### config.mk
export PLATFORM = sky130hd
export DESIGN_NAME = icache_tag_array
export DESIGN_NICKNAME = d
export VERILOG_FILES = /design/src/rtl/icache_pkg.sv /design/src/rtl/icache_tag_array.sv
export VERILOG_INCLUDE_DIRS = /design/src /design/src/rtl
export SDC_FILE = /design/constraint.sdc
export NUM_CORES = 1
export LEC_CHECK = 0
export CAP_MARGIN = 20
export CORE_ASPECT_RATIO = 0.9
export CORE_MARGIN = 2
export CORE_UTILIZATION = 45
export CTS_BUF_LIST = sky130_fd_sc_hd__clkbuf_2
export DETAILED_ROUTE_END_ITERATION = 12
export DONT_BUFFER_PORTS = 1
export GPL_ROUTABILITY_DRIVEN = 0
export MAX_ROUTING_LAYER = met4
export PLACE_DENSITY = 0.59
export SKIP_LAST_GASP = 1
export SYNTH_ARGS = -nofsm -noshare
export SYNTH_HDL_FRONTEND = slang
export SYNTH_SLANG_ARGS = --single-unit
### constraint.sdc
create_clock -name clk -period 5.8 [get_ports clk]
set_clock_uncertainty 0.15 [all_clocks]
set_input_delay 0.58 -clock clk [delete_from_list [all_inputs] [get_ports clk]]
set_output_delay 0.58 -clock clk [all_outputs]
set_load 0.03 [all_outputs]
### src/rtl/icache_params.svh
`ifndef ICACHE_PARAMS_SVH
`define ICACHE_PARAMS_SVH

// cache geometry, 4 KB direct mapped
`define ICACHE_IDX_W 6   // 64 lines
`define ICACHE_OFF_W 6   // 64 bytes per line
`define ICACHE_TAG_W 20  // 32 - 6 - 6
`define ICACHE_LINES 64

// refill burst, 64-bit beats
`define ICACHE_BEATS 8

// uncached region after reset
`define ICACHE_UNC_BASE_RST 32'h1000_0000
`define ICACHE_UNC_MASK_RST 32'hf000_0000

`endif

### src/rtl/icache_pkg.sv
`default_nettype none

`include "icache_params.svh"

package icache_pkg;

  // fetch address split, msb first
  typedef struct packed {
    logic [`ICACHE_TAG_W-1:0] tag;
    logic [`ICACHE_IDX_W-1:0] index;
    logic [`ICACHE_OFF_W-1:0] offset;  // byte within line
  } icache_addr_t;

  // request from the fetch stage
  typedef struct packed {
    logic         valid;
    icache_addr_t addr;
  } fetch_req_t;

  // read request toward memory
  typedef struct packed {
    logic        valid;
    logic [31:0] addr;
    logic [3:0]  size;  // bytes per beat
    logic [7:0]  len;   // beats - 1
  } mem_req_t;

  // region register write
  typedef struct packed {
    logic        we;
    logic        sel;  // 0 base, 1 mask
    logic [31:0] data;
  } cfg_wr_t;

endpackage

`default_nettype wire

### src/rtl/icache_tag_array.sv
`default_nettype none

`include "icache_params.svh"

module icache_tag_array (
  input  wire                       clk,
  input  wire                       rst,
  input  icache_pkg::icache_addr_t  addr_i,
  input  wire                       tag_we_i,
  output logic                      hit_o
);

  logic [`ICACHE_LINES-1:0] valid_q;
  logic [`ICACHE_TAG_W-1:0] tag_q [`ICACHE_LINES];

  logic [`ICACHE_IDX_W-1:0] idx;
  logic [`ICACHE_TAG_W-1:0] tag;

  assign idx = addr_i.index;
  assign tag = addr_i.tag;

  // valid bits cleared on reset
  always_ff @(posedge clk) begin
    if (rst) begin
      valid_q <= '0;
    end else if (tag_we_i) begin
      valid_q[idx] <= 1'b1;  // line now holds the refilled tag
    end
  end

  // tag store
  always_ff @(posedge clk) begin
    if (tag_we_i) begin
      tag_q[idx] <= tag;
    end
  end

  // hit straight from the registered arrays
  always_comb begin
    hit_o = valid_q[idx] && (tag_q[idx] == tag);
  end

endmodule

`default_nettype wire

==> results by group <==
Timing
  • Setup_tns: 0 ns
  • Max Slew Vio Count: 0
  • Worst setup margin: 0.1756 ns
  • Max-slew headroom: 20.35%
  • Final min period: 5.624 ns
  • RSZ-0062 raised after global routing: no
  • Final hold vios: 0
  • Period Utilization, post-route: 96.97%
  • Worst-Margin Slew: 1.195 ns
  • Hold WS: 0.2414 ns
  • Fmax achieved: 177.8 MHz
  • Final setup violation count: 0

Layout
  • Share of cells above drive strength 1: 25.84%
  • Cell Count, Final, Fillers Out: 4833
  • Area grow syn2layout: 13.00%
  • Most used cells in the layout excluding fill and tap cells: edfxtp_1, clkbuf_2, a22oi_1, mux2i_1, nor2_1
  • Final non-filler cell area: 0.05748 sq mm
  • Area of the multi-input gates: 0.01048 sq mm
  • Commonest non-fill, non-tap cell in the layout: edfxtp_1
  • Fill cell count: 9109
  • Layout Nets: 3167
  • Finished Core Util: 51.50%
  • Storage element area: 0.03972 sq mm

Setup path
  • Max FO, Critical Path: 2
  • Critical path's slowest cell: nor4b_2
  • Critical Path RT: 5.07 ns
  • Worst Setup End Kind: output pin
  • Crit-path cells: mux4_2 > a22o_1 > a221oi_2 > nand3_1 > and3b_1 > nor4b_2 > buf_4 > o2111ai_1 > nor4_2 > and4_4
  • Crit-path max cell delay: 0.52 ns
  • CP arrival: 4.89 ns
  • Crit start category: flip-flop
  • Crit Path Class: reg -> out

Power and ir drop
  • VDD IR max: 0.2259 mV
  • Power Total: 17.54 mW
  • Leakage: 18.87 nW
  • PwrDens: 305.1 mW/mm^2

Logic synthesis
  • Number of synthesized flops with an enable pin: 1280
  • Yosys reg bits: 1344
  • Dominant cells by area after synthesis: edfxtp_1, mux4_2, mux2i_1, a22oi_1, dfxtp_1
  • Yosys warning count: 0
  • Ys async rst share: 0%
  • Largest area contributor in the netlist: edfxtp_1
  • Post-synth cell types: 69
  • Sequential area share after synthesis: 78.09%
  • Mapped Nets: 2782
  • Synth Flop Type: edfxtp_1
  • Syn_area_per_cell: 18.52 sq um
  • Post-synth top area share: 75.57%
  • Cell Area, Synth: 0.05086 sq mm
  • Gate Count Post-Synth: 2747

Global routing
  • GRT Total Usage: 27.24%
  • Initial antenna violation count: 12
  • Vias in the first global route: 29880
  • Global-route wire length before repair: 213800 microns
  • Grt ovf: 0
  • Largest net degree at the start of global routing: 321

Placed design
  • PortBufs: 0
  • Placed Cells: 4172
  • Pre-CTS WS: 0.6991 ns
  • Post-DP Area: 0.05296 sq mm
  • Hpwl dp: 81200 microns

Outcome
  • Status: complete, no violations

Die
  • Core area: 0.1116 sq mm
  • Die height: 322.9 microns
  • IO Count: 36
  • Row count: 116
  • Die Area: 0.1157 sq mm
  • Initial Util: 45.57%
  • Floorplan die width: 358.4 microns

Route
  • Residual DRC count: 0
  • Drt via density: 6.177
  • Routed wire length: 152900 microns
  • Vias post-DR: 29850
  • Drt wl/cell: 31.63 microns
  • Antenna Nets Post-Route: 0
  • DRT iter0 DRCs: 4384
  • TritonRoute pass-1 iters: 6

CTS
  • Worst-path clk slew: 0.09 ns
  • H-tree Lvls: 5
  • Post-CTS Setup Inserts: 0
  • Latest clock arrival within the worst-skew pair: 1.64 ns
  • Clock root buffer: clkbuf_2
  • TritonCTS buffer count: 331
  • Clock sink count: 1344
  • CTS tree: yes
  • Clock Path Buffers: 4

Job
  • Max Cap Viol: 0

Hold path
  • Worst hold-check path type: in -> reg
[repair_timing]
| action | in CTS | in global routing |
|---|---|---|
| hold buffers | 102 | 0 |
| setup endpoints to repair | 1 | 1 |
| hold endpoints to repair | 2624 | 0 |
| resized for setup | 5 | 3 |
[per-layer routing]
metal  share of wire (%)  track usage [%]  wire, microns
met5                   0                -              0
met4                 3.3            10.81           5066
met1                  40            35.96          60830
met2                  47            41.70          72540
met3                 9.4            5.456          14450
[Yosys cell counts (all sizes together) (5+ instances only)]
cell,n
a2111oi,6
a211oi,10
a21oi,26
a221oi,54
a22o,26
a22oi,227
a31oi,25
a41o,5
a41oi,18
and3b,7
and4,9
buf,108
clkbuf,57
dfxtp,64
edfxtp,1280
mux2,25
mux2i,179
mux4,98
nand2,34
nand3,16
nand4,22
nand4b,6
nor2,215
nor2b,12
nor3,13
nor3b,6
nor4,22
o21ai,21
o22ai,85
xnor2,6
xor2,7
[cell families (layout without fill, tap and decap cells)]
group,count (synthesis),in the layout,share of synthesized area [%]
and+or+nand+nor,391,391,3.818
DFF,1344,1344,78.09
buffers and inverters,169,770,1.764
other,0,10,0
xor gates and xnor gates,13,13,0.2239
muxes,302,302,8.423
AOI/OAI and AO/OA,528,528,7.685
[state kept, by name (all words and copies together) (netlist names)]
signal	cells
valid_q	64
tag_q	1280
[area by class of cell]
| cell class | count | share of cell area (%) |
|---|---|---|
| Antenna cell | 10 | 0.04354 |
| Clock buffer | 484 | 4.214 |
| Clock inverter | 65 | 0.5312 |
| Inverter | 4 | 0.02612 |
| Multi-Input combinational cell | 1234 | 18.24 |
| Sequential cell | 1344 | 69.10 |
| Tap cell | 1475 | 3.211 |
| Timing Repair Buffer | 217 | 4.637 |
[final timing paths]
kind / from / endpoint / slack, ns / cells after the start
hold reg to reg: valid_q[15] / valid_q[15] / 0.33 / 2
setup / recovery: tag_q[47][6] / hit_o / 0.18 / 10
hold / removal: addr_i[10] / valid_q[52] / 0.24 / 7
setup reg to reg: valid_q[45] / valid_q[45] / 4.48 / 3
[report_power, final]
part | switching [mW] | internal [mW]
logic | 0.562 | 0.362
registers | 0.0165 | 10.7
clock network | 3.65 | 2.28
[critical path: cells and delay by family (launching register included)]
family                 cells  cell delay [ns]
AO/OA/AOI/OAI              3             0.64
multiplexers               1             0.47
flip-flops                 1             0.37
AND/OR/NAND/NOR            5             1.54
buffers and inverters      1             0.24
Note: power is estimated with default switching activity, not from simulation.
