[src/rtl/icache_params.svh]
`ifndef ICACHE_PARAMS_SVH
`define ICACHE_PARAMS_SVH

// cache geometry, 4 KB direct mapped
`define ICACHE_IDX_W 6   // 64 lines
`define ICACHE_OFF_W 6   // 64 bytes per line
`define ICACHE_TAG_W 20  // 32 - 6 - 6
`define ICACHE_LINES 64

// refill burst, 64-bit beats
`define ICACHE_BEATS 8

// uncached region after reset
`define ICACHE_UNC_BASE_RST 32'h1000_0000
`define ICACHE_UNC_MASK_RST 32'hf000_0000

`endif

[src/rtl/icache_pkg.sv]
`default_nettype none

`include "icache_params.svh"

package icache_pkg;

  // fetch address split, msb first
  typedef struct packed {
    logic [`ICACHE_TAG_W-1:0] tag;
    logic [`ICACHE_IDX_W-1:0] index;
    logic [`ICACHE_OFF_W-1:0] offset;  // byte within line
  } icache_addr_t;

  // request from the fetch stage
  typedef struct packed {
    logic         valid;
    icache_addr_t addr;
  } fetch_req_t;

  // read request toward memory
  typedef struct packed {
    logic        valid;
    logic [31:0] addr;
    logic [3:0]  size;  // bytes per beat
    logic [7:0]  len;   // beats - 1
  } mem_req_t;

  // region register write
  typedef struct packed {
    logic        we;
    logic        sel;  // 0 base, 1 mask
    logic [31:0] data;
  } cfg_wr_t;

endpackage

`default_nettype wire

[src/rtl/icache_region_cfg.sv]
`default_nettype none

`include "icache_params.svh"

module icache_region_cfg (
  input  wire                  clk,
  input  wire                  rst,
  input  icache_pkg::cfg_wr_t  cfg_wr_i,
  input  wire [31:0]           addr_i,
  output logic                 uncached_o
);

  logic [31:0] base_q;
  logic [31:0] mask_q;

  // base/mask registers, new value visible next cycle
  always_ff @(posedge clk) begin
    if (rst) begin
      base_q <= `ICACHE_UNC_BASE_RST;
      mask_q <= `ICACHE_UNC_MASK_RST;
    end else if (cfg_wr_i.we) begin
      if (cfg_wr_i.sel) begin
        mask_q <= cfg_wr_i.data;
      end else begin
        base_q <= cfg_wr_i.data;
      end
    end
  end

  // masked bits of address must match the base
  always_comb begin
    uncached_o = ((addr_i ^ base_q) & mask_q) == 32'h0;
  end

  // a base bit outside the mask would make the region test
  // ignore that bit silently; software must keep them aligned
  a_base_in_mask: assert property (
    @(posedge clk) disable iff (rst)
    cfg_wr_i.we |=> ((base_q & ~mask_q) == 32'h0)
  ) else $error("region base has bits outside mask");

endmodule

`default_nettype wire

[config.mk]
export PLATFORM = sky130hd
export DESIGN_NAME = icache_region_cfg
export DESIGN_NICKNAME = d
export VERILOG_FILES = /design/src/rtl/icache_pkg.sv /design/src/rtl/icache_region_cfg.sv
export VERILOG_INCLUDE_DIRS = /design/src /design/src/rtl
export SDC_FILE = /design/constraint.sdc
export NUM_CORES = 1
export LEC_CHECK = 0
export BUFFER_PORTS_ARGS = -buffer_cell sky130_fd_sc_hd__buf_4
export CAP_MARGIN = 10
export CORE_ASPECT_RATIO = 0.75
export CORE_MARGIN = 2
export CORE_UTILIZATION = 47
export CTS_CLUSTER_DIAMETER = 150
export DETAILED_ROUTE_END_ITERATION = 8
export PLACE_DENSITY = 0.75
export SLEW_MARGIN = 25
export SYNTH_ARGS = -nofsm -noshare
export SYNTH_HDL_FRONTEND = slang
export SYNTH_SLANG_ARGS = --single-unit
[constraint.sdc]
create_clock -name clk -period 1.05 [get_ports clk]
set_input_delay 0.0525 -clock clk [delete_from_list [all_inputs] [get_ports clk]]
set_output_delay 0.0525 -clock clk [all_outputs]
set_load 0.02 [all_outputs]
==> implementation parameters, run 1 <==
Parameter                              Value

Run status
  Run status ... complete, but fails checks
  Violations in the final reports ... setup timing

Routing
  Final Routed Wirelength ... 7170 um
  Number of vias after detailed routing ... 2600
  Wire per inst ... 13.9 um
  DRC errors left ... 0
  DR pass1 iterations ... 4
  Routed Antenna Nets ... 0
  1st-iter DRT viols ... 175
  DR vias/cell ... 5.03

Global route
  Number of antenna violations at the first check in global routing ... 0
  Via count of the first global-routing pass ... 2526
  Global Route Usage Sum ... around 25%
  Congestion Overflow GR ... 0
  Global-route wire length before repair ... about 12000 um
  Maximum number of pins on one net before global-route repair ... 37

Placed design
  Final weighted congestion in routability-driven placement ... roughly 0.8
  Placed cell count ... 468
  Post-placement setup slack ... -0.402 ns
  Detailed placement HPWL ... approximately 4700 um
  Count of port buffers added during placement ... 68

Synth
  Synthesized flop and latch total ... 64
  Dominant cells by area after synthesis ... sky130_fd_sc_hd__dfxtp_1, sky130_fd_sc_hd__nand2_1, sky130_fd_sc_hd__a21oi_1, sky130_fd_sc_hd__xor2_1, sky130_fd_sc_hd__a22oi_1
  Area of the mapped netlist ... 2650 um2
  Avg Cell Area, Syn ... between 7 and 8 um2
  Count of cell types in the netlist ... 14
  Share of synthesized area occupied by flip-flops and latches ... 48.4%
  Largest area contributor in the synthesized netlist ... sky130_fd_sc_hd__dfxtp_1
  Synth top area share ... 48.4%
  Cell count after synthesis ... about 330
  Post-synth net total ... 402
  Total number of yosys warnings ... 0

Timing
  Total setup violations reported at the end of the flow ... 1
  RSZ-0062 raised after global routing ... true
  Normalized max-slew margin ... 74.8%
  Minimum clock period ... around 1.8 ns
  Achievable frequency ... 561 MHz
  Fin crit share ... 170%
  Final TNS setup ... -0.732 ns
  Worst slack on hold paths ... 0.115 ns
  Hold violation count in the final report ... 0
  Max-slew violation count ... 0
  Skew final ... 0 ns
  Transition time at the pin with the least slew margin ... between 0.3 and 0.4 ns
  Final critical-path setup slack ... -0.732 ns

Finish
  Area delta synth->final ... 45.6%
  Antenna diodes ... 0
  Number of fill cells ... between 400 and 500
  Fraction of final layout cells sized beyond drive strength 1 ... 24.9%
  Layout net count ... 505
  Number of cells in the finished layout apart from fillers ... a little over 500

Worst setup path
  Top fanout value on the critical path ... 2
  Maximum single-stage delay on the critical path ... about 0.32 ns
  Crit Path Category ... reg -> out
  Cell family contributing the most delay on the critical path ... simple AND/OR/NAND/NOR gates
  Worst Setup End Kind ... output port
  Worst endpoint required time ... 1.00 ns
  Worst path bufs/invs ... 1
  Crit start category ... flop
  Worst-path cell with the longest stage delay ... sky130_fd_sc_hd__dfxtp_1
  Cell-by-cell listing of the critical path ... xor2_1 > a22oi_1 > nand4_1 > nor4_4 > buf_4
  R2R Setup Slk ... between 0.3 and 0.4 ns
  Data arrival at the endpoint of the critical path ... 1.73 ns

Power
  VDD IR max ... between 1 and 1.5 mV
  Final Power ... 5.79 mW
  Leakage power summed over all cells ... 1.64 nW
  Total power density per cell area ... 1500 nW/um2

Floorplanning
  Die outline height ... 69 um
  Placeable core region ... around 5400 um2
  Initial standard-cell utilization of the core ... between 40% and 50%
  IO Count ... a little under 70
  Row Count ... 23
  Die footprint ... approximately 6300 um2
  Horiz. Die Dim ... 90.7 um

Clock network
  Clock latency reported for the late side of the worst-skew pair ... 0.35 ns
  Total CTS buffers ... 9
  CTS sink count ... 64
  Clock-pin slew on the worst setup and hold paths ... about 0.070 ns
  CTS HTree Levels ... 3
  CTS max path bufs ... 2
  Clock tree from TritonCTS ... built
  CTS Root Buffer Type ... sky130_fd_sc_hd__clkbuf_8

Min path
  Hold Crit Class ... in -> reg

Run
  Number of max-capacitance violations reported ... 0
registers in the layout (all words and copies together) (netlist names):
name,cells
base_q,32
mask_q,32
cells in the mapped netlist, drive strengths merged:
master / count
clkbuf: 8
and2: 1
nand3b: 5
nand2: 129
nor2b: 1
dfxtp: 64
buf: 13
xor2: 32
a22oi: 16
nand4: 4
nand2b: 1
a21oi: 59
nor4: 1
timing repair:
| item | 4_1_cts | 5_1_grt |
|---|---|---|
| pin swaps | 12 | 5 |
| buffers inserted | 0 | 1 |
| hold buffers | 32 | 0 |
| cloned | 0 | 0 |
| resized for setup | 6 | 2 |
| setup endpoints to repair | 1 | 1 |
| hold endpoints to repair | 64 | 0 |
power breakdown:
| part | leakage, nW | switching, mW | internal [mW] |
|---|---|---|---|
| clock | 0.106 | 0.949 | 1.40 |
| combinational | 1.01 | 0.387 | 0.440 |
| sequential | 0.527 | 0.0686 | 2.55 |
per-layer routing:
layer / track usage (%) / wire (um) / vias up
met5: 0 / 0 / -
met2: 38.4 / 3370 / 98
met1: 32.9 / 3160 / 1193
met4: 6.67 / 64 / 0
li1: - / - / 1301
met3: 7.76 / 576 / 8
area by class of cell:
cell class / instances / area [um2] / area share (%)
multi-input combinational: 249 / 1310 / 33.9
sequential: 64 / 1290 / 33.5
timing repair buffer: 113 / 941 / 24.4
clock buffer: 11 / 141 / 3.67
tap: 75 / 93.8 / 2.43
clock inverter: 5 / 80.1 / 2.08
worst register-to-register path: cells and delay by family (launching register included):
family	cells	cell delay, ns
DFF	1	0.35
AOI/OAI and AO/OA	1	0.14
buffers and inverters	1	0.11
and+or+nand+nor	1	0.05
cells by family (layout without fill, tap and decap cells):
| kind of cell | after synthesis | after routing | share of synthesized area, % |
|---|---|---|---|
| flops | 64 | 64 | 48.4 |
| xor+xnor | 32 | 32 | 10.6 |
| simple gates | 142 | 142 | 21.8 |
| compound gates | 75 | 75 | 15.7 |
| buf+inv | 21 | 129 | 3.50 |
metrics by stage:
stage | instance area (um2) | util (%)
2_1_floorplan | 2660 | -
3_3_place_gp | 3280 | 60.9
3_5_place_dp | 3280 | 60.9
4_1_cts | 3830 | 71.3
5_1_grt | 3850 | 71.6
6_report | 3850 | 71.6
path summary, 6_finish.rpt:
| kind | start | endpoint | cells past startpoint |
|---|---|---|---|
| hold reg to reg | mask_q[12] | mask_q[12] | 2 |
| hold / removal | rst | base_q[3] | 2 |
| setup reg to reg | base_q[16] | base_q[16] | 3 |
| setup / recovery | base_q[19] | uncached_o | 5 |
placed cells by master, fill, tap and decap left out, drive strengths merged, types with 2 or more instances in the layout:
master         n
a22oi         16
nand3b         5
nand2        129
dlygate4sd3   32
clkbuf        11
a21oi         59
clkinvlp       2
dfxtp         64
xor2          32
buf           81
nand4          4
bufinv         2
Note: power is estimated with default switching activity, not from simulation.
==> inputs of run 2 (changes only) <==
- GPL_TIMING_DRIVEN: not set -> 0
==> run 2 against run 1 <==
  * The run still ends with setup timing left
  * Final cell count up 1.4%
  * Global-route usage grew 0.45 points
  * Combinational power fell by 0.8%
  * Clock skew is the same
  * Hold slack lost 0.012 ns
  * Critical path type unchanged
  * Largest power group unchanged
==> implementation parameters, run 2 (synthesis gave the netlist of run 1 again) <==
Parameter                              Value

Floorplanning
  Horiz. Die Dim ... 90.7 um (unchanged)
  Die outline height ... 69 um (unchanged)
  Initial standard-cell utilization of the core ... 49.2% (unchanged)
  Placeable core region ... 5380 um2 (unchanged)
  Row Count ... 23 (unchanged)
  Die footprint ... 6260 um2 (unchanged)
  IO Count ... 69 (unchanged)

Finish
  Core occupancy in the finished layout ... 70.6% (-1.0 points)
  Number of fill cells ... 442 (+2.1%)
  Antenna diodes ... 0 (unchanged)
  Layout net count ... 512 (+1.4%)
  Top flop regs ... base_q (32), mask_q (32)
  Most common library cell in the layout ignoring fill and taps ... sky130_fd_sc_hd__nand2_1
  Fraction of final layout cells sized beyond drive strength 1 ... 23.4% (-1.5 points)
  Most frequent cells in the layout ... sky130_fd_sc_hd__nand2_1, sky130_fd_sc_hd__buf_4, sky130_fd_sc_hd__a21oi_1
  Area delta synth->final ... 43.5%

Min path
  Hold Crit Class ... in -> reg
  Cell depth of the worst hold path ... 4 (+2)

Global route
  Maximum number of pins on one net before global-route repair ... 11 (-70%)
  Global-route wire length before repair ... 12200 um (-0.45%)
  Number of antenna violations at the first check in global routing ... 0 (unchanged)
  Congestion Overflow GR ... 0 (unchanged)
  Via count of the first global-routing pass ... 2624 (+3.9%)
  Global Route Usage Sum ... 25.0% (+0.45 points)

Clock network
  Clock latency reported for the late side of the worst-skew pair ... 0.34 ns (about the same)
  Post-CTS setup repair buffer count ... 0 (unchanged)
  CTS Root Buffer Type ... sky130_fd_sc_hd__clkbuf_8
  Total CTS buffers ... 9 (unchanged)
  CTS sink count ... 64 (unchanged)
  Clock-pin slew on the worst setup and hold paths ... 0.07 ns (about the same)
  CTS HTree Levels ... 3 (unchanged)
  CTS max path bufs ... 2 (unchanged)
  Clock tree from TritonCTS ... built

Worst setup path
  Number of cell instances on the worst register-to-register path ... 2 (-1)
  Cell-by-cell listing of the critical path ... xor2_1 > a22oi_1 > nand4_1 > nor4_4 > buf_4
  Data arrival at the endpoint of the critical path ... 1.74 ns (about the same)
  Crit Path Category ... reg -> out
  Maximum single-stage delay on the critical path ... 0.32 ns (about the same)
  R2R Setup Slk ... 0.40 ns (+0.06 ns)
  Worst-path cell with the longest stage delay ... sky130_fd_sc_hd__dfxtp_2
  Worst Setup End Kind ... output port
  Worst endpoint required time ... 1.00 ns (about the same)
  Top fanout value on the critical path ... 2 (unchanged)
  Crit start category ... flop

Timing
  Fin crit share ... 171% (+0.97 points)
  Total setup violations reported at the end of the flow ... 1 (unchanged)
  Final critical-path setup slack ... -0.742 ns (-0.0102 ns)
  Max-slew violation count ... 0 (unchanged)
  Hold violation count in the final report ... 0 (unchanged)
  Transition time at the pin with the least slew margin ... 0.569 ns (+0.191 ns)
  Normalized max-slew margin ... 62.1% (-13 points)
  Minimum clock period ... 1.79 ns (+0.0102 ns)
  Achievable frequency ... 558 MHz (-0.57%)
  Skew final ... 0 ns (unchanged)
  RSZ-0062 raised after global routing ... true
  Worst slack on hold paths ... 0.103 ns (-0.0123 ns)

Power
  Switching fraction of total power ... 24.7% (+0.41 points)
  Total power density per cell area ... 1460 nW/um2 (-2.5%)
  VDD IR max ... 0.753 mV (-28%)
  Int Power ... 4.19 mW (-4.4%)
  Combinational share of power ... 14.8% (+0.5 points)
  Net switching power ... 1.37 mW (-2.3%)
  Sequential Power Share ... 47.1% (+1.9 points)
  Part of the power in the clock network ... 38.2% (-2.3 points)
  Leakage power summed over all cells ... 1.62 nW (-1.2%)

Routing
  Wire per inst ... 14.3 um (+3.0%)
  1st-iter DRT viols ... 156 (-11%)
  Final Routed Wirelength ... 7490 um (+4.4%)
  Routed Antenna Nets ... 0 (unchanged)
  DRC errors left ... 0 (unchanged)
  Number of vias after detailed routing ... 2671 (+2.7%)
  DR pass1 iterations ... 4 (unchanged)
  DR vias/cell ... 5.10 (+1.4%)

Run status
  Run status ... complete, but fails checks
  Violations in the final reports ... setup timing

Placed design
  Final weighted congestion in routability-driven placement ... 0.817 (+1.8%)
  Detailed placement HPWL ... 5050 um (+8.5%)
  Count of port buffers added during placement ... 67 (-1.5%)

Run
  Number of max-capacitance violations reported ... 0 (unchanged)
==> run 2: final timing paths <==
kind                                    from         end
worst min-delay path            cfg_wr_i[33]   mask_q[1]
worst max-delay path              base_q[19]  uncached_o
worst min register to register     mask_q[1]   mask_q[1]
worst max register to register     mask_q[8]   mask_q[8]
==> run 2: final cells by class <==
class / instances / area (um2) / area share [%]
Buffer: 21 / 92.6 / 2.44
Sequential cell: 64 / 1290 / 34.0
Multi-Input combinational cell: 249 / 1300 / 34.2
Timing Repair Buffer: 99 / 823 / 21.7
Clock buffer: 13 / 159 / 4.18
Tap cell: 75 / 93.8 / 2.47
Clock inverter: 3 / 40.0 / 1.05
==> run 2: power by group through the flow <==
stage	combinational, mW	sequential (mW)	clock [mW]
final	0.821	2.62	2.12
after global routing	0.894	2.63	2.28
after CTS	0.815	2.62	2.15
after detailed placement	0.708	2.67	0
after global placement	0.695	2.66	0
after floorplan	0.367	2.65	0
==> run 2: through the flow <==
stage                     power, mW  TNS [ns]  worst slack [ns]  instances  area [um2]
final                          5.56    -0.742            -0.742        524        3800
after global routing           5.80    -0.835            -0.835        524        3800
after CTS                      5.58    -0.706            -0.706        524        3800
after detailed placement       3.37     -1.02            -0.401        476        3260
after global placement         3.36    -0.471            -0.417        476        3260
after floorplan                3.02    -0.168            -0.168        334        2660
==> run 2: worst max-delay path: cells and delay by family (launching register included) <==
family	cells	cell delay (ns)
XOR/XNOR	1	0.14
flip-flops	1	0.32
buffers and inverters	1	0.19
AO/OA/AOI/OAI	1	0.25
AND/OR/NAND/NOR	2	0.50
==> run 2: timing repair <==
action | 4_1_cts | 5_1_grt
endpoints found under the setup margin | 1 | 1
cloned | 0 | 0
hold buffers | 32 | 0
pin swaps | 14 | 5
hold endpoints to repair | 64 | 0
gates resized for setup | 6 | 2
==> run 2: routing by layer <==
metal / global-route usage (%) / part of all wire, %
met1: 30.6 / 44
met2: 42.4 / 48
met3: 8.52 / 7.3
met4: 5.98 / 1.2
met5: 0 / 0
==> inputs of run 3 (changes only) <==
- CELL_PAD_IN_SITES_DETAIL_PLACEMENT: not set -> 1
- CELL_PAD_IN_SITES_GLOBAL_PLACEMENT: not set -> 1
- CORE_UTILIZATION: 47 -> 34
- PLACE_DENSITY: 0.75 -> not set
- PLACE_DENSITY_LB_ADDON: not set -> 0.1
==> run 3 against run 2 <==
  * The run still ends with setup timing left
  * Power shrank 0.57%
  * First-iteration DRC count shrank 52%
  * Hold slack better by 0.030 ns
  * Register-to-register slack about the same
  * Final area is 1.6% higher
  * Fmax down 0.40%
  * Routed wire length up 11%
  * Clock power decreased by 2%
  * Critical endpoint unchanged
  * Largest power group unchanged
==> implementation parameters, run 3 (synthesis gave the netlist of run 1 again) <==
Parameter                              Value

Run status
  Run status ... complete, but fails checks
  Violations in the final reports ... setup timing

Routing
  DR vias/cell ... 4.74 (-7.1%)
  1st-iter DRT viols ... 75 (-52%)
  Routed Antenna Nets ... 0 (unchanged)
  Wire per inst ... 15.2 um (+6.2%)
  DR pass1 iterations ... 4 (unchanged)
  DRC errors left ... 0 (unchanged)
  Number of vias after detailed routing ... 2600 (-2.7%)
  Final Routed Wirelength ... 8330 um (+11%)

Finish
  Number of fill cells ... 922 (+110%)
  Top flop regs ... base_q (32), mask_q (32)
  Fraction of final layout cells sized beyond drive strength 1 ... 25.2% (+1.8 points)
  Total area of sequential cells ... 1290 um2 (+0.19%)
  Layout net count ... 512 (unchanged)
  Most frequent cells in the layout ... sky130_fd_sc_hd__nand2_1, sky130_fd_sc_hd__buf_4, sky130_fd_sc_hd__a21oi_1
  Core occupancy in the finished layout ... 51.9% (-19 points)
  Antenna diodes ... 0 (unchanged)
  Combined area of the multi-input logic cells ... 1340 um2 (+2.9%)
  Most common library cell in the layout ignoring fill and taps ... sky130_fd_sc_hd__nand2_1
  Area delta synth->final ... 45.7%

Worst setup path
  Data arrival at the endpoint of the critical path ... 1.75 ns (about the same)
  Worst Setup End Kind ... output port
  R2R Setup Slk ... 0.40 ns (about the same)
  Top fanout value on the critical path ... 2 (unchanged)
  Timing startpoint of the critical path ... base_q[4]
  Crit Path Category ... reg -> out
  Crit start category ... flop
  Worst endpoint required time ... 1.00 ns (about the same)
  Worst r2r src ... base_q[1]

Power
  Sequential Power Share ... 47.4% (+0.3 points)
  Final Power ... 5.53 mW (-0.57%)
  VDD IR max ... 0.680 mV (-9.8%)
  Total power density per cell area ... 1430 nW/um2 (-2.1%)
  Net switching power ... 1.42 mW (+3.3%)
  Int Power ... 4.11 mW (-1.8%)
  Switching fraction of total power ... 25.6% (+0.96 points)
  Leakage power summed over all cells ... 1.62 nW (about the same)
  Part of the power in the clock network ... 37.4% (-0.8 points)
  Combinational share of power ... 15.2% (+0.4 points)

Timing
  RSZ-0062 raised after global routing ... true
  Total setup violations reported at the end of the flow ... 1 (unchanged)
  Achievable frequency ... 556 MHz (-0.40%)
  Final TNS setup ... -0.750 ns (-0.00729 ns)
  Final critical-path setup slack ... -0.750 ns (-0.00729 ns)
  Max-slew violation count ... 0 (unchanged)
  Skew final ... 0 ns (unchanged)
  Minimum clock period ... 1.80 ns (+0.00729 ns)
  Hold violation count in the final report ... 0 (unchanged)
  Transition time at the pin with the least slew margin ... 0.634 ns (+0.0654 ns)
  Normalized max-slew margin ... 57.7% (-4.4 points)
  Fin crit share ... 171% (+0.69 points)

Clock network
  CTS HTree Levels ... 3 (unchanged)
  Post-CTS setup repair buffer count ... 0 (unchanged)
  Total CTS buffers ... 9 (unchanged)
  Clock tree from TritonCTS ... built
  Clock-pin slew on the worst setup and hold paths ... 0.07 ns (about the same)
  Clock latency reported for the late side of the worst-skew pair ... 0.34 ns (about the same)
  CTS sink count ... 64 (unchanged)
  CTS max path bufs ... 2 (unchanged)
  CTS Root Buffer Type ... sky130_fd_sc_hd__clkbuf_8

Global route
  Congestion Overflow GR ... 0 (unchanged)
  Via count of the first global-routing pass ... 2733 (+4.2%)
  Number of antenna violations at the first check in global routing ... 0 (unchanged)
  Maximum number of pins on one net before global-route repair ... 11 (unchanged)
  Global Route Usage Sum ... 20.7% (-4.3 points)
  Global-route wire length before repair ... 13400 um (+10%)

Min path
  Hold path startpoint ... cfg_wr_i[33]
  Hold Crit Class ... in -> reg

Floorplanning
  Row Count ... 27 (+17%)
  Initial standard-cell utilization of the core ... 35.6% (-14 points)
  Horiz. Die Dim ... 106 um (+17%)
  IO Count ... 69 (unchanged)
  Die outline height ... 80.4 um (+17%)
  Die footprint ... 8520 um2 (+36%)
  Placeable core region ... 7430 um2 (+38%)

Placed design
  Final weighted congestion in routability-driven placement ... 0.721 (-12%)
  Detailed placement HPWL ... 5890 um (+17%)
  Count of port buffers added during placement ... 67 (unchanged)

Run
  Number of max-capacitance violations reported ... 0 (unchanged)
==> run 3: cell count changes in the layout (fill, tap and decap cells not counted) <==
cell,previous run,this run
sky130_fd_sc_hd__clkbuf_1,10,9
sky130_fd_sc_hd__dfxtp_1,55,53
sky130_fd_sc_hd__clkinv_2,2,3
sky130_fd_sc_hd__a22oi_1,13,10
sky130_fd_sc_hd__xor2_1,32,29
sky130_fd_sc_hd__xor2_2,0,3
sky130_fd_sc_hd__a22oi_2,3,6
sky130_fd_sc_hd__clkbuf_8,11,10
sky130_fd_sc_hd__dfxtp_2,9,11
==> run 3: area by class of cell <==
| cell class | instances | share of cell area (%) |
|---|---|---|
| well taps | 101 | 3.27 |
| plain buffers | 21 | 2.40 |
| multi-input cells | 249 | 34.6 |
| flip-flops and latches | 64 | 33.6 |
| clock buffers | 11 | 3.66 |
| repair buffers | 99 | 21.3 |
| clock inverters | 4 | 1.17 |
==> run 3: path summary, 6_finish.rpt <==
kind                     end  cells past startpoint
setup / recovery  uncached_o                      5
hold / removal     mask_q[0]                      4
setup reg to reg   base_q[1]                      2
hold reg to reg    mask_q[2]                      2
==> run 3: power by group through the flow <==
stage               Combinational, mW  Clock (mW)  Sequential (mW)
floorplan                       0.367           0             2.65
global placement                0.718           0             2.66
detailed placement              0.727           0             2.67
CTS                             0.835        2.12             2.62
global route                    0.930        2.21             2.64
finish                          0.839        2.07             2.62
==> run 3: timing repair <==
action,CTS,global route
endpoints found under the hold margin,64,0
pin swaps,12,11
hold buffers,32,0
gates resized for setup,6,10
setup endpoints to repair,1,1
cloned,0,0
==> run 3: metal layers <==
metal	share of wire, %	global-route usage [%]
met1	47	26.3
met2	47	35.2
met3	5.0	4.95
met4	0.77	6.05
met5	0	0
==> run 3: critical path, cell delays in order, from the launching register on <==
cell and delay [ns]:
sky130_fd_sc_hd__dfxtp_2 0.34, sky130_fd_sc_hd__xor2_2 0.15, sky130_fd_sc_hd__a22oi_2 0.19, sky130_fd_sc_hd__nand4_1 0.24, sky130_fd_sc_hd__nor4_4 0.29, sky130_fd_sc_hd__buf_4 0.19
==> run 3: metrics by stage <==
step                      instance area, um2  hold slack, ns  setup slack [ns]  std cells
after floorplan                         2660           0.173            -0.168        334
after global placement                  3290           0.276            -0.456        502
after detailed placement                3290           0.287            -0.446        502
after CTS                               3820           0.123            -0.751        549
after global routing                    3860           0.158            -0.840        549
final                                   3860           0.133            -0.750        549
