### config.mk
export PLATFORM = sky130hd
export DESIGN_NAME = icache_ctrl
export DESIGN_NICKNAME = d
export VERILOG_FILES = /design/src/rtl/icache_pkg.sv /design/src/rtl/icache_ctrl.sv
export VERILOG_INCLUDE_DIRS = /design/src /design/src/rtl
export SDC_FILE = /design/constraint.sdc
export NUM_CORES = 1
export LEC_CHECK = 0
export BUFFER_PORTS_ARGS = -buffer_cell sky130_fd_sc_hd__buf_4
export CAP_MARGIN = 10
export CORE_AREA = 3 3 109 111
export DETAILED_ROUTE_END_ITERATION = 8
export DIE_AREA = 0 0 112 114
export GPL_ROUTABILITY_DRIVEN = 0
export PLACE_DENSITY = 0.76
export SLEW_MARGIN = 25
export SYNTH_ARGS = -nofsm -noshare
export SYNTH_HDL_FRONTEND = slang
export SYNTH_SLANG_ARGS = --single-unit
### constraint.sdc
create_clock -name clk -period 2.7 [get_ports clk]
set_clock_uncertainty 0.2 [all_clocks]
set_input_delay 0.405 -clock clk [delete_from_list [all_inputs] [get_ports clk]]
set_output_delay 0.405 -clock clk [all_outputs]
set_load 0.01 [all_outputs]
### src/rtl/icache_params.svh
`ifndef ICACHE_PARAMS_SVH
`define ICACHE_PARAMS_SVH

// cache geometry, 4 KB direct mapped
`define ICACHE_IDX_W 6   // 64 lines
`define ICACHE_OFF_W 6   // 64 bytes per line
`define ICACHE_TAG_W 20  // 32 - 6 - 6
`define ICACHE_LINES 64

// refill burst, 64-bit beats
`define ICACHE_BEATS 8

// uncached region after reset
`define ICACHE_UNC_BASE_RST 32'h1000_0000
`define ICACHE_UNC_MASK_RST 32'hf000_0000

`endif

### src/rtl/icache_pkg.sv
`default_nettype none

`include "icache_params.svh"

package icache_pkg;

  // fetch address split, msb first
  typedef struct packed {
    logic [`ICACHE_TAG_W-1:0] tag;
    logic [`ICACHE_IDX_W-1:0] index;
    logic [`ICACHE_OFF_W-1:0] offset;  // byte within line
  } icache_addr_t;

  // request from the fetch stage
  typedef struct packed {
    logic         valid;
    icache_addr_t addr;
  } fetch_req_t;

  // read request toward memory
  typedef struct packed {
    logic        valid;
    logic [31:0] addr;
    logic [3:0]  size;  // bytes per beat
    logic [7:0]  len;   // beats - 1
  } mem_req_t;

  // region register write
  typedef struct packed {
    logic        we;
    logic        sel;  // 0 base, 1 mask
    logic [31:0] data;
  } cfg_wr_t;

endpackage

`default_nettype wire

### src/rtl/icache_ctrl.sv
`default_nettype none

`include "icache_params.svh"

module icache_ctrl (
  input  wire                     clk,
  input  wire                     rst,
  input  icache_pkg::fetch_req_t  fetch_req_i,
  input  wire                     hit_i,
  input  wire                     uncached_i,
  output logic                    tag_we_o,
  output logic                    data_we_o,
  output logic [2:0]              beat_o,
  output logic [5:0]              rd_off_o,
  output icache_pkg::mem_req_t    mem_req_o,
  input  wire                     mem_ready_i,
  input  wire [63:0]              mem_rdata_i,
  input  wire [63:0]              rdata_array_i,
  output logic [63:0]             rdata_o,
  output logic                    rdata_valid_o
);

  localparam logic [7:0] LEN_FILL = 8'(`ICACHE_BEATS - 1);

  typedef enum logic [1:0] {
    ST_RST,
    ST_IDLE,
    ST_REFILL,
    ST_UNC
  } state_e;

  state_e      state_q;
  logic        ready_q;    // one-cycle data valid
  logic        tag_we_q;
  logic        unc_sel_q;  // last answer came from memory
  logic        mem_valid_q;
  logic [2:0]  beat_q;

  logic [31:0] mem_addr_q;
  logic [3:0]  mem_size_q;
  logic [7:0]  mem_len_q;
  logic [5:0]  rd_off_q;
  logic [63:0] unc_q;

  logic mem_hs;
  logic last_beat;
  logic accept;
  logic issue_unc;
  logic issue_fill;
  logic unc_done;

  assign mem_hs    = mem_valid_q && mem_ready_i;
  assign last_beat = mem_hs && (beat_q == mem_len_q[2:0]);

  // skip the cycle that answers the held request, and the tag write cycle
  assign accept     = (state_q == ST_IDLE) && fetch_req_i.valid && !tag_we_q && !ready_q;
  assign issue_unc  = accept && uncached_i;
  assign issue_fill = accept && !uncached_i && !hit_i;
  assign unc_done   = (state_q == ST_UNC) && mem_hs;

  always_ff @(posedge clk) begin
    if (rst) begin
      state_q     <= ST_RST;
      ready_q     <= 1'b0;
      tag_we_q    <= 1'b0;
      unc_sel_q   <= 1'b0;
      mem_valid_q <= 1'b0;
      beat_q      <= 3'd0;
    end else begin
      case (state_q)
        ST_RST: state_q <= ST_IDLE;
        ST_IDLE: begin
          ready_q  <= 1'b0;
          tag_we_q <= 1'b0;
          beat_q   <= 3'd0;
          if (issue_unc) begin
            mem_valid_q <= 1'b1;
            state_q     <= ST_UNC;
          end else if (issue_fill) begin
            mem_valid_q <= 1'b1;
            state_q     <= ST_REFILL;
          end else if (accept) begin  // hit
            ready_q   <= 1'b1;
            unc_sel_q <= 1'b0;
          end
        end
        ST_REFILL: begin
          if (last_beat) begin
            mem_valid_q <= 1'b0;
            tag_we_q    <= 1'b1;  // lookup replays after this
            state_q     <= ST_IDLE;
          end else if (mem_hs) begin
            beat_q <= beat_q + 3'd1;  // completed beats only
          end
        end
        ST_UNC: begin
          if (unc_done) begin
            mem_valid_q <= 1'b0;
            ready_q     <= 1'b1;
            unc_sel_q   <= 1'b1;
            state_q     <= ST_IDLE;
          end
        end
        default: state_q <= ST_IDLE;
      endcase
    end
  end

  // request payload and returned word
  always_ff @(posedge clk) begin
    if (state_q == ST_IDLE) begin
      rd_off_q <= fetch_req_i.addr.offset;
    end
    if (issue_unc) begin
      mem_addr_q <= {fetch_req_i.addr[31:2], 2'b00};  // word address
      mem_size_q <= 4'd4;
      mem_len_q  <= 8'd0;
    end else if (issue_fill) begin
      mem_addr_q <= {fetch_req_i.addr.tag, fetch_req_i.addr.index, {`ICACHE_OFF_W{1'b0}}};
      mem_size_q <= 4'd8;
      mem_len_q  <= LEN_FILL;
    end
    if (unc_done) begin
      unc_q <= mem_addr_q[2] ? {32'h0, mem_rdata_i[63:32]} : {32'h0, mem_rdata_i[31:0]};
    end
  end

  always_comb begin
    mem_req_o.valid = mem_valid_q;
    mem_req_o.addr  = mem_addr_q;
    mem_req_o.size  = mem_size_q;
    mem_req_o.len   = mem_len_q;
  end

  assign tag_we_o      = tag_we_q;
  assign data_we_o     = (state_q == ST_REFILL) && mem_hs;
  assign beat_o        = beat_q;
  assign rd_off_o      = rd_off_q;
  assign rdata_o       = unc_sel_q ? unc_q : rdata_array_i;
  assign rdata_valid_o = ready_q;

  a_req_stable: assert property (
    @(posedge clk) disable iff (rst)
    (mem_valid_q && !last_beat) |=>
      mem_valid_q && $stable(mem_addr_q) && $stable(mem_size_q) && $stable(mem_len_q)
  ) else $error("memory request changed while valid");

  a_valid_drop: assert property (
    @(posedge clk) disable iff (rst)
    last_beat |=> !mem_valid_q
  ) else $error("memory valid held after last beat");

endmodule

`default_nettype wire

==> summary.md, run 1 <==
| Metric | Value |
|---|---|
| Final cycle utilization of the critical path | 80.40% |
| Layout cell share with drive strength beyond 1 | 65.32% |
| Post-route insts no fill | a little over 700 |
| Worst Hold Class | in2reg |
| CTS tree | done |
| Utilization after layout | 58.02% |
| Total buffers and inverters traversed by the critical path | 2 |
| Die H | roughly 110 um |
| Register area | 0.002263 mm2 |
| RSZ-0062 raised after global routing | false |
| Vias in the first global route | 3254 |
| GR Util All Layers | between 15 and 20% |
| Worst r2r path cells | 6 |
| Hold_sp | fetch_req_i[18] |
| Status | completed |
| Setup_tns | 0 ns |
| Ys flop type | edfxtp_1 |
| Period minus WS final | 2.171 ns |
| Detail-routed via count per cell | 4.596 |
| Worst Hold Depth | 1 |
| Area of the multi-input gates | 0.001416 mm2 |
| Setup crit end kind | output port |
| Crit path cell chain | buf_12, mux2_2, buf_4 |
| F_max | 460.7 MHz |
| # diodes | 0 |
| Die width | roughly 110 um |
| Largest net degree at the start of global routing | 67 |
| Async SR Flop Fraction | 0% |
| Netlist cell types | 36 |
| Compound-Gate Fraction of Synth Area | approximately 4.1% |
| P&R area growth vs syn | 65.49% |
| Mapped Area | 0.003817 mm2 |
| Critical Path Fanout Max | 66 |
| Clock Root Buffer | clkbuf_8 |
| Syn Area/Cell | 13.88 um2 |
| Number of enable flip-flop cells after synthesis | 68 |
| Critical Path RT | between 2 and 2.5 ns |
| DR pass1 iterations | 4 |
| Core area | 0.01089 mm2 |
| Worst-path clk slew | 0.10 ns |
| Register bit total from synthesis | 79 |
| Drt initial violations | 99 |
| Cells after Synth | 275 |
| Mux contribution to synthesized area | 19.14% |
| Family with the most delay on the worst path | buffers and inverters |
| # clock sinks | 79 |
| Sequential share of the synthesized area | 59.26% |
| Avg WL per Cell | approximately 17 um |
| # DRC | 0 |
| Max cap viols | 0 |
| Synth Area in XOR/XNOR | 0% |
| H-tree depth | 3 |
| First-pass GRT wire length | between 15000 and 20000 um |
| Die Footprint | about 0.013 mm2 |
| Largest family of logic cells by synthesized area | multiplexers |
| R2R Path End | mem_addr_q[31] |
| Vias | between 3000 and 4000 |
| PD cells | 569.0 mW/mm2 |
| Maximum clock path buffer count | 2 |
| CP max stage delay | 0.39 ns |
| Peak supply drop | 0.4292 mV |
| CP Class | reg2out |
| Startpoint class of the critical path | flip-flop |
| Port bufs | about 280 |
| Final HPWL DP | 9544 um |
| Global route overflow | 0 |
| Initial antenna violation count | 0 |
| Reg-to-reg startpoint | state_q[1] |
| P_leak | 0.002751 uW |
| CTS buffer count | 9 |
| # rows | 38 |
| Clock latency on the worst-skew pair | approximately 0.35 ns |
| Total power | 3595 uW |
| Adder-Cell Fraction of Synth Area | 1.639% |
| Critical path arrival | between 1.5 and 2 ns |
| Yosys warns | 0 |
| Placed cells | 680 |
| Final setup vio count | 0 |
| Hold Crit Endpoint | mem_addr_q[18] |
| Antenna viol nets, final | 0 |
| # IOs | 287 |
| Yosys top cell by area | edfxtp_1 |
| Slowest-stage cell, CP | mux2_2 |
| Final WL | 12280 um |
| Hold_ws | 0.02763 ns |
| CTS resizes | 0 |
| Post-synth top area share | 53.49% |
| Slew Limit Fails | 0 |
| Simple-gate area share of the yosys netlist | 11.05% |
| Ranking of synthesized cells by area | edfxtp_1, mux2_2, dfxtp_1, nor2b_1, buf_4 |
| FF-to-FF setup slack | 0.73 ns |
| Nets | 734 |
| Final Hold Vio Count | 0 |
| Initial Util | 35.06% |
| Fillers | just under 900 |
placed cells by master (no fill, tap or decap), types with 3 or more instances in the layout:
master	netlist	routed
buf_4	13	282
edfxtp_1	68	68
mux2_2	64	64
nor2b_1	34	34
dlygate4sd3_1	0	12
dfxtp_1	11	10
conb_1	1	9
clkbuf_8	0	9
nand2_1	8	8
inv_1	7	7
a21oi_1	6	6
and2_1	5	5
ha_1	5	5
nand2b_1	4	4
o21ai_0	4	4
nor4_1	3	3
per-stage QoR:
| stage | setup slack, ns | instance area, um2 |
|---|---|---|
| 5_1_grt | 0.4683 | 6317 |
| 3_3_place_gp | 0.6613 | 6018 |
| 3_5_place_dp | 0.6035 | 6018 |
| 2_1_floorplan | 0.05853 | 3850 |
| 4_1_cts | 0.5158 | 6207 |
| 6_report | 0.5292 | 6317 |
layout make-up:
cell class | count | area share, %
clock buffers | 9 | 1.961
repair buffers | 295 | 35.73
well taps | 140 | 2.773
clock inverters | 7 | 0.8715
inverters | 7 | 0.4159
flip-flops and latches | 79 | 35.83
multi-input cells | 171 | 22.42
layer usage:
layer  track usage (%)  vias up  share of wire [%]
li1                  -     1558                  -
met5                 0        -                  0
met3             3.926       14                6.4
met1             20.41     1541                 38
met2             32.69      141                 54
met4             6.010        0                1.6
report_power, final:
part           internal [uW]  switching [uW]
logic                    631             558
clock network            345             464
registers               1520            79.1
sequential cells by signal, summed over array words and instances (netlist names), 2 cells and up:
register and count:
beat_o 3, rd_off_o 6, state_q 2, mem_addr_q 30, unc_q 32
worst reg2reg max path: cells and delay by family (launching register included):
kind,cells,cell delay [ns]
adders and majority gates,1,0.15
buffers and inverters,3,0.66
DFF,1,0.35
and+or+nand+nor,2,0.26
worst max path at each step:
stage	startpoint	endpoint	cells past startpoint
after detailed placement	fetch_req_i[32]	mem_addr_q[23]	5
after global placement	fetch_req_i[32]	mem_addr_q[9]	5
final	unc_sel_q	rdata_o[3]	3
after global routing	unc_sel_q	rdata_o[17]	3
after CTS	unc_sel_q	rdata_o[3]	3
after floorplan	state_q[1]	unc_q[0]	3
cells in the mapped netlist, types with 3 or more instances:
library cell and instances:
dfxtp_1 11, nor2_1 4, nor2b_1 34, nand2_1 8
mux2_2 64, and2_1 5, clkbuf_1 8, nor4_1 3
o21ai_0 4, buf_2 5, a21oi_1 6, ha_1 5
edfxtp_1 68, buf_4 13, inv_1 7, nand2b_1 4
cell families after synthesis:
family / count (synthesis)
multiplexers: 65
other: 1
flip-flops: 79
buffers and inverters: 33
AND/OR/NAND/NOR: 70
adder cells (fa/ha/maj): 5
AO/OA/AOI/OAI: 22
timing repair:
item                      in CTS  in global routing
hold buffers                   1                 11
buffers inserted               0                  0
hold endpoints to repair       1                 11
Note: power is estimated with default switching activity, not from simulation.
==> run 2, diff against run 1 <==
--- a/config.mk
+++ b/config.mk
@@ -8,11 +8,11 @@
 export LEC_CHECK = 0
 export BUFFER_PORTS_ARGS = -buffer_cell sky130_fd_sc_hd__buf_4
 export CAP_MARGIN = 10
-export CORE_AREA = 3 3 109 111
+export CORE_AREA = 3 3 111 113
 export DETAILED_ROUTE_END_ITERATION = 8
-export DIE_AREA = 0 0 112 114
+export DIE_AREA = 0 0 114 116
 export GPL_ROUTABILITY_DRIVEN = 0
-export PLACE_DENSITY = 0.76
+export PLACE_DENSITY = 0.71
 export SLEW_MARGIN = 25
 export SYNTH_ARGS = -nofsm -noshare
 export SYNTH_HDL_FRONTEND = slang
==> constraint.sdc (replaced) <==
create_clock -name clk -period 2 [get_ports clk]
set_clock_uncertainty 0.2 [all_clocks]
set_input_delay 0.3 -clock clk [delete_from_list [all_inputs] [get_ports clk]]
set_output_delay 0.3 -clock clk [all_outputs]
set_load 0.01 [all_outputs]
==> run 2 against run 1 <==
Power is 53% higher. Sequential share of layout area is 2.3 points lower. Hold slack worse by 0.0018 ns. Final cell count is 3.7% higher. Clock power is 100% higher. Worst setup slack worse by 0.47 ns. Critical path depth stayed put. Die area is 3.6% higher. Core utilization is 1.2 points higher. Via count is 3.4% higher. Cell area is 7.0% higher. Register-to-register slack worse by 0.48 ns.
==> summary.md, run 2 (synthesis results as in run 1) <==
| Metric | Value |
|---|---|
| Status | completed |
| Clock Root Buffer | clkbuf_16 |
| DRT met1 WL | 4519 um (-2.5%) |
| Uppermost layer routed | met4 |
| Detail-routed via count per cell | 4.586 (-0.22%) |
| F_max | 514.2 MHz |
| Global route overflow | 0 (unchanged) |
| Layout cell share with drive strength beyond 1 | 63.45% (-1.9 points) |
| P&R area growth vs syn | 77.12% |
| # rows | 39 (+2.6%) |
| Met2 wire len | 7425 um (+12%) |
| Initial antenna violation count | 0 (unchanged) |
| Critical path arrival | 1.44 ns (-0.13 ns) |
| Setup crit end kind | output port |
| PD cells | 811.6 mW/mm2 (+43%) |
| Startpoint class of the critical path | flip-flop |
| Worst Hold Class | in2reg |
| P_leak | 0.002927 uW (+6.4%) |
| # IOs | 287 (unchanged) |
| Period minus WS final | 1.945 ns |
| Port bufs | 277 (unchanged) |
| RSZ-0062 raised after global routing | false |
| Die width | 114 um (+1.8%) |
| Avg WL per Cell | 17.73 um (+2.2%) |
| Final setup vio count | 0 (unchanged) |
| Clock latency on the worst-skew pair | 0.33 ns (-0.02 ns) |
| CTS tree | done |
| Fillers | 932 (+4.3%) |
| # diodes | 0 (unchanged) |
| Peak supply drop | 0.6930 mV (+61%) |
| Final WL | 13020 um (+6.0%) |
| Max cap viols | 0 (unchanged) |
| Final HPWL DP | 9664 um (+1.3%) |
| Utilization after layout | 59.22% (+1.2 points) |
| Maximum clock path buffer count | 2 (unchanged) |
| Max reg flops | 32 (unchanged) |
| Core area | 0.01142 mm2 (+4.9%) |
| Nets | 757 (+3.1%) |
| # DRC | 0 (unchanged) |
| Vias | 3366 (+3.4%) |
| Final cycle utilization of the critical path | 97.24% |
| Area of the multi-input gates | 0.001436 mm2 (+1.4%) |
| Die Footprint | 0.01322 mm2 (+3.6%) |
| # clock sinks | 79 (unchanged) |
| Initial Util | 33.43% (-1.6 points) |
| GR Util All Layers | 18.31% (+0.56 points) |
| Setup_tns | 0 ns (unchanged) |
| Critical Path Fanout Max | 16 (-76%) |
| Slew Limit Fails | 0 (unchanged) |
| Total length of routed met3 wires | 863 um (+10%) |
| CP Class | reg2out |
| Critical Path RT | 1.50 ns (-0.60 ns) |
| Final Hold Vio Count | 0 (unchanged) |
| Most frequent cells in the layout | buf_4, edfxtp_1, mux2_2 |
| Die H | 116 um (+1.8%) |
| DR pass1 iterations | 6 (+2) |
| Worst-path clk slew | 0.06 ns (-0.04 ns) |
| First-pass GRT wire length | 18660 um (+6.0%) |
| Antenna viol nets, final | 0 (unchanged) |
| Vias in the first global route | 3513 (+8.0%) |
| Register area | 0.002266 mm2 (+0.11%) |
| Worst Hold Depth | 2 (+1) |
| Drt initial violations | 119 (+20%) |
| Largest net degree at the start of global routing | 33 (-51%) |
| Leading cell type in the layout, fill and taps excluded | buf_4 |
| Hold_ws | 0.02585 ns (-0.001781 ns) |
| CTS buffer count | 9 (unchanged) |
| Largest reg by FF count | unc_q |
| H-tree depth | 3 (unchanged) |
| Worst r2r path cells | 5 (-1) |
==> run 2: cell count changes in the layout (fill, tap and decap cells not counted), sizes merged <==
cell / change
bufbuf: +1
dlygate4sd3: +20
buf: +2
bufinv: +1
clkinv: -1
==> run 2: stage by stage <==
stage	std cells	power, uW	setup WS, ns	cell area [um2]
after floorplan	283	3052	0.05427	3879
after global placement	683	3787	0.3172	6065
after detailed placement	683	3820	0.2703	6065
after CTS	733	5560	0.01381	6754
after global routing	734	5775	0.003245	6761
final	734	5488	0.05522	6761
==> run 2: worst max-delay path: stages (launching register included) <==
cell and delay [ns]:
dfxtp_4 0.41, buf_12 0.17, mux2_2 0.37, buf_4 0.15
==> run 2: cell type report <==
class | count | area share, %
Clock inverter | 7 | 1.166
Inverter | 7 | 0.3886
Timing Repair Buffer | 318 | 37.71
Clock buffer | 9 | 3.331
Tap cell | 143 | 2.646
Sequential cell | 79 | 33.51
Multi-Input combinational cell | 171 | 21.24
==> run 2: routing by layer <==
| metal | track usage, % | vias to the layer above |
|---|---|---|
| met5 | 0 | - |
| met4 | 5.938 | 0 |
| met3 | 3.969 | 17 |
| met2 | 35.64 | 127 |
| met1 | 19.51 | 1617 |
| li1 | - | 1605 |
==> run 2: final timing paths <==
check | start | endpoint | slack, ns
max | unc_sel_q | rdata_o[9] | 0.06
min | rst | state_q[0] | 0.03
max reg2reg | state_q[0] | beat_o[1] | 0.25
min reg2reg | mem_size_q[2] | mem_size_q[2] | 0.27
==> run 2: report_power, final <==
group | internal, uW | leakage [uW] | switching (uW)
clock | 982 | 0.000146 | 676
combinational | 913 | 0.00207 | 754
sequential | 2050 | 0.000710 | 114
==> run 2: repair_timing <==
item | CTS | global route
setup buffers | 0 | 1
hold endpoints to repair | 32 | 0
hold buffers | 32 | 0
cloned | 2 | 0
resized for setup | 3 | 0
setup endpoints to repair | 33 | 1
==> run 3, diff against run 2 <==
--- a/config.mk
+++ b/config.mk
@@ -12,6 +12,7 @@
 export DETAILED_ROUTE_END_ITERATION = 8
 export DIE_AREA = 0 0 114 116
 export GPL_ROUTABILITY_DRIVEN = 0
+export MAX_ROUTING_LAYER = met4
 export PLACE_DENSITY = 0.71
 export SLEW_MARGIN = 25
 export SYNTH_ARGS = -nofsm -noshare
==> run 3 against run 2 <==
Sequential share of layout area unchanged. Fmax rose by 0.17%. Register-to-register slack barely moved. Critical path depth unchanged. Clock power barely moved. First-iteration DRC count is 5.9% lower. Worst setup slack gained 0.0033 ns. Global-route usage is 0.60 points higher. Cell area unchanged.
==> summary.md, run 3 (synthesis results as in run 1) <==
| Metric | Value |
|---|---|
| Status | completed |
| Final cycle utilization of the critical path | 97.07% (-0.17 points) |
| Most frequent cells in the layout | buf_4, edfxtp_1, mux2_2 |
| Hold_ws | 0.02730 ns (+0.001449 ns) |
| Largest reg by FF count | unc_q |
| Clock network power share | 30.2% (about the same) |
| Die Footprint | 0.01322 mm2 (unchanged) |
| Leading cell type in the layout, fill and taps excluded | buf_4 |
| Vias | 3379 (+0.39%) |
| GR Util All Layers | 18.91% (+0.60 points) |
| FF-to-FF setup slack | 0.25 ns (about the same) |
| Die H | 116 um (unchanged) |
| Antenna viol nets, final | 0 (unchanged) |
| Worst-path clk slew | 0.06 ns (about the same) |
| PD cells | 811.8 mW/mm2 (about the same) |
| Max cap viols | 0 (unchanged) |
| Final Hold Vio Count | 0 (unchanged) |
| Clock Root Buffer | clkbuf_16 |
| Global route overflow | 0 (unchanged) |
| Max reg flops | 32 (unchanged) |
| Initial antenna violation count | 0 (unchanged) |
| Final HPWL DP | 9664 um (unchanged) |
| Core area | 0.01142 mm2 (unchanged) |
| Maximum clock path buffer count | 2 (unchanged) |
| RSZ-0062 raised after global routing | false |
| # clock sinks | 79 (unchanged) |
| H-tree depth | 3 (unchanged) |
| Register share of total power | 39.4% (about the same) |
| Final setup vio count | 0 (unchanged) |
| Setup_tns | 0 ns (unchanged) |
| Vias in the first global route | 3511 (-0.057%) |
| Setup crit end kind | output port |
| R2R Path End | beat_o[1] |
| Critical Path Fanout Max | 16 (unchanged) |
| Nets | 757 (unchanged) |
| Critical path arrival | 1.44 ns (about the same) |
| Worst r2r path cells | 5 (unchanged) |
| Clock latency on the worst-skew pair | 0.33 ns (about the same) |
| Hold_sp | rst |
| Worst Hold Depth | 2 (unchanged) |
| Critical Path RT | 1.50 ns (about the same) |
| # DRC | 0 (unchanged) |
| Largest net degree at the start of global routing | 33 (unchanged) |
| Internal power | 3944 uW (about the same) |
| Comb pwr share | 30.4% (about the same) |
| Detail-routed via count per cell | 4.604 (+0.39%) |
| Final WL | 13040 um (+0.16%) |
| Period minus WS final | 1.941 ns (-0.003324 ns) |
| CP Class | reg2out |
| P_sw | 1545 uW (about the same) |
| Hold Crit Endpoint | state_q[0] |
| CTS tree | done |
| F_max | 515.1 MHz (+0.17%) |
| Worst Hold Class | in2reg |
| DR pass1 iterations | 6 (unchanged) |
| # IOs | 287 (unchanged) |
| # diodes | 0 (unchanged) |
| Peak supply drop | 0.6929 mV (about the same) |
| # rows | 39 (unchanged) |
| CTS buffer count | 9 (unchanged) |
| Reg-to-reg startpoint | state_q[0] |
| Initial Util | 33.43% (unchanged) |
| P_leak | 0.002927 uW (unchanged) |
| Die width | 114 um (unchanged) |
| P&R area growth vs syn | 77.12% (unchanged) |
| Startpoint class of the critical path | flip-flop |
| Fillers | 932 (unchanged) |
| Slew Limit Fails | 0 (unchanged) |
| Avg WL per Cell | 17.76 um (+0.16%) |
| Drt initial violations | 112 (-5.9%) |
| Port bufs | 277 (unchanged) |
| Layout cell share with drive strength beyond 1 | 63.45% (unchanged) |
| First-pass GRT wire length | 18690 um (+0.19%) |
| Switch share | 28.15% (about the same) |
[run 3: cell counts in the layout (fill, tap and decap cells not counted)]
No cell type changed its count.
[run 3: worst max-delay path by stage]
stage               startpoint             end  slack (ns)  cells past startpoint
floorplan           state_q[1]  mem_addr_q[10]        0.05                      5
global placement     unc_sel_q      rdata_o[9]        0.32                      3
detailed placement  state_q[0]       beat_o[1]        0.27                      5
CTS                  unc_sel_q      rdata_o[9]        0.01                      3
global route        state_q[0]       data_we_o       0.003                      4
finish               unc_sel_q      rdata_o[9]        0.06                      3
[run 3: metal layers]
metal  global-route usage, %  part of all wire (%)
met5                       -                     0
met4                   5.938                   1.6
met3                   3.760                   6.4
met2                   35.64                    57
met1                   19.74                    35
[run 3: power by group through the flow]
| stage | clock [uW] | sequential, uW | combinational [uW] |
|---|---|---|---|
| floorplan | 0 | 2250 | 799 |
| global placement | 0 | 2190 | 1600 |
| detailed placement | 0 | 2190 | 1630 |
| CTS | 1710 | 2160 | 1690 |
| global route | 1770 | 2180 | 1820 |
| finish | 1660 | 2160 | 1670 |
[run 3: worst max-delay path: stages, from the launching register on]
cell and delay [ns]:
dfxtp_4 0.41, buf_12 0.17, mux2_2 0.37, buf_4 0.15
[run 3: layout make-up]
| type | instances | area, um2 | share of cell area [%] |
|---|---|---|---|
| Clock buffer | 9 | 225.2 | 3.331 |
| Clock inverter | 7 | 78.83 | 1.166 |
| Inverter | 7 | 26.28 | 0.3886 |
| Multi-Input combinational cell | 171 | 1436 | 21.24 |
| Sequential cell | 79 | 2266 | 33.51 |
| Tap cell | 143 | 178.9 | 2.646 |
| Timing Repair Buffer | 318 | 2550 | 37.71 |
[run 3: timing repair]
item	in CTS	in global routing
hold buffers	32	0
buffers inserted	0	1
gates resized for setup	3	0
endpoints found under the hold margin	32	0
setup endpoints to repair	33	1
pin swaps	0	0
gates cloned	2	0
[run 3: metrics by stage]
stage,instance area [um2],total power [uW],cells,utilization [%],setup slack (ns)
global placement,6065,3787,683,53.11,0.3172
detailed placement,6065,3820,683,53.11,0.2703
CTS,6754,5560,733,59.15,0.01381
global route,6761,5777,734,59.22,0.003249
finish,6761,5489,734,59.22,0.05854
floorplan,3879,3052,283,-,0.05427
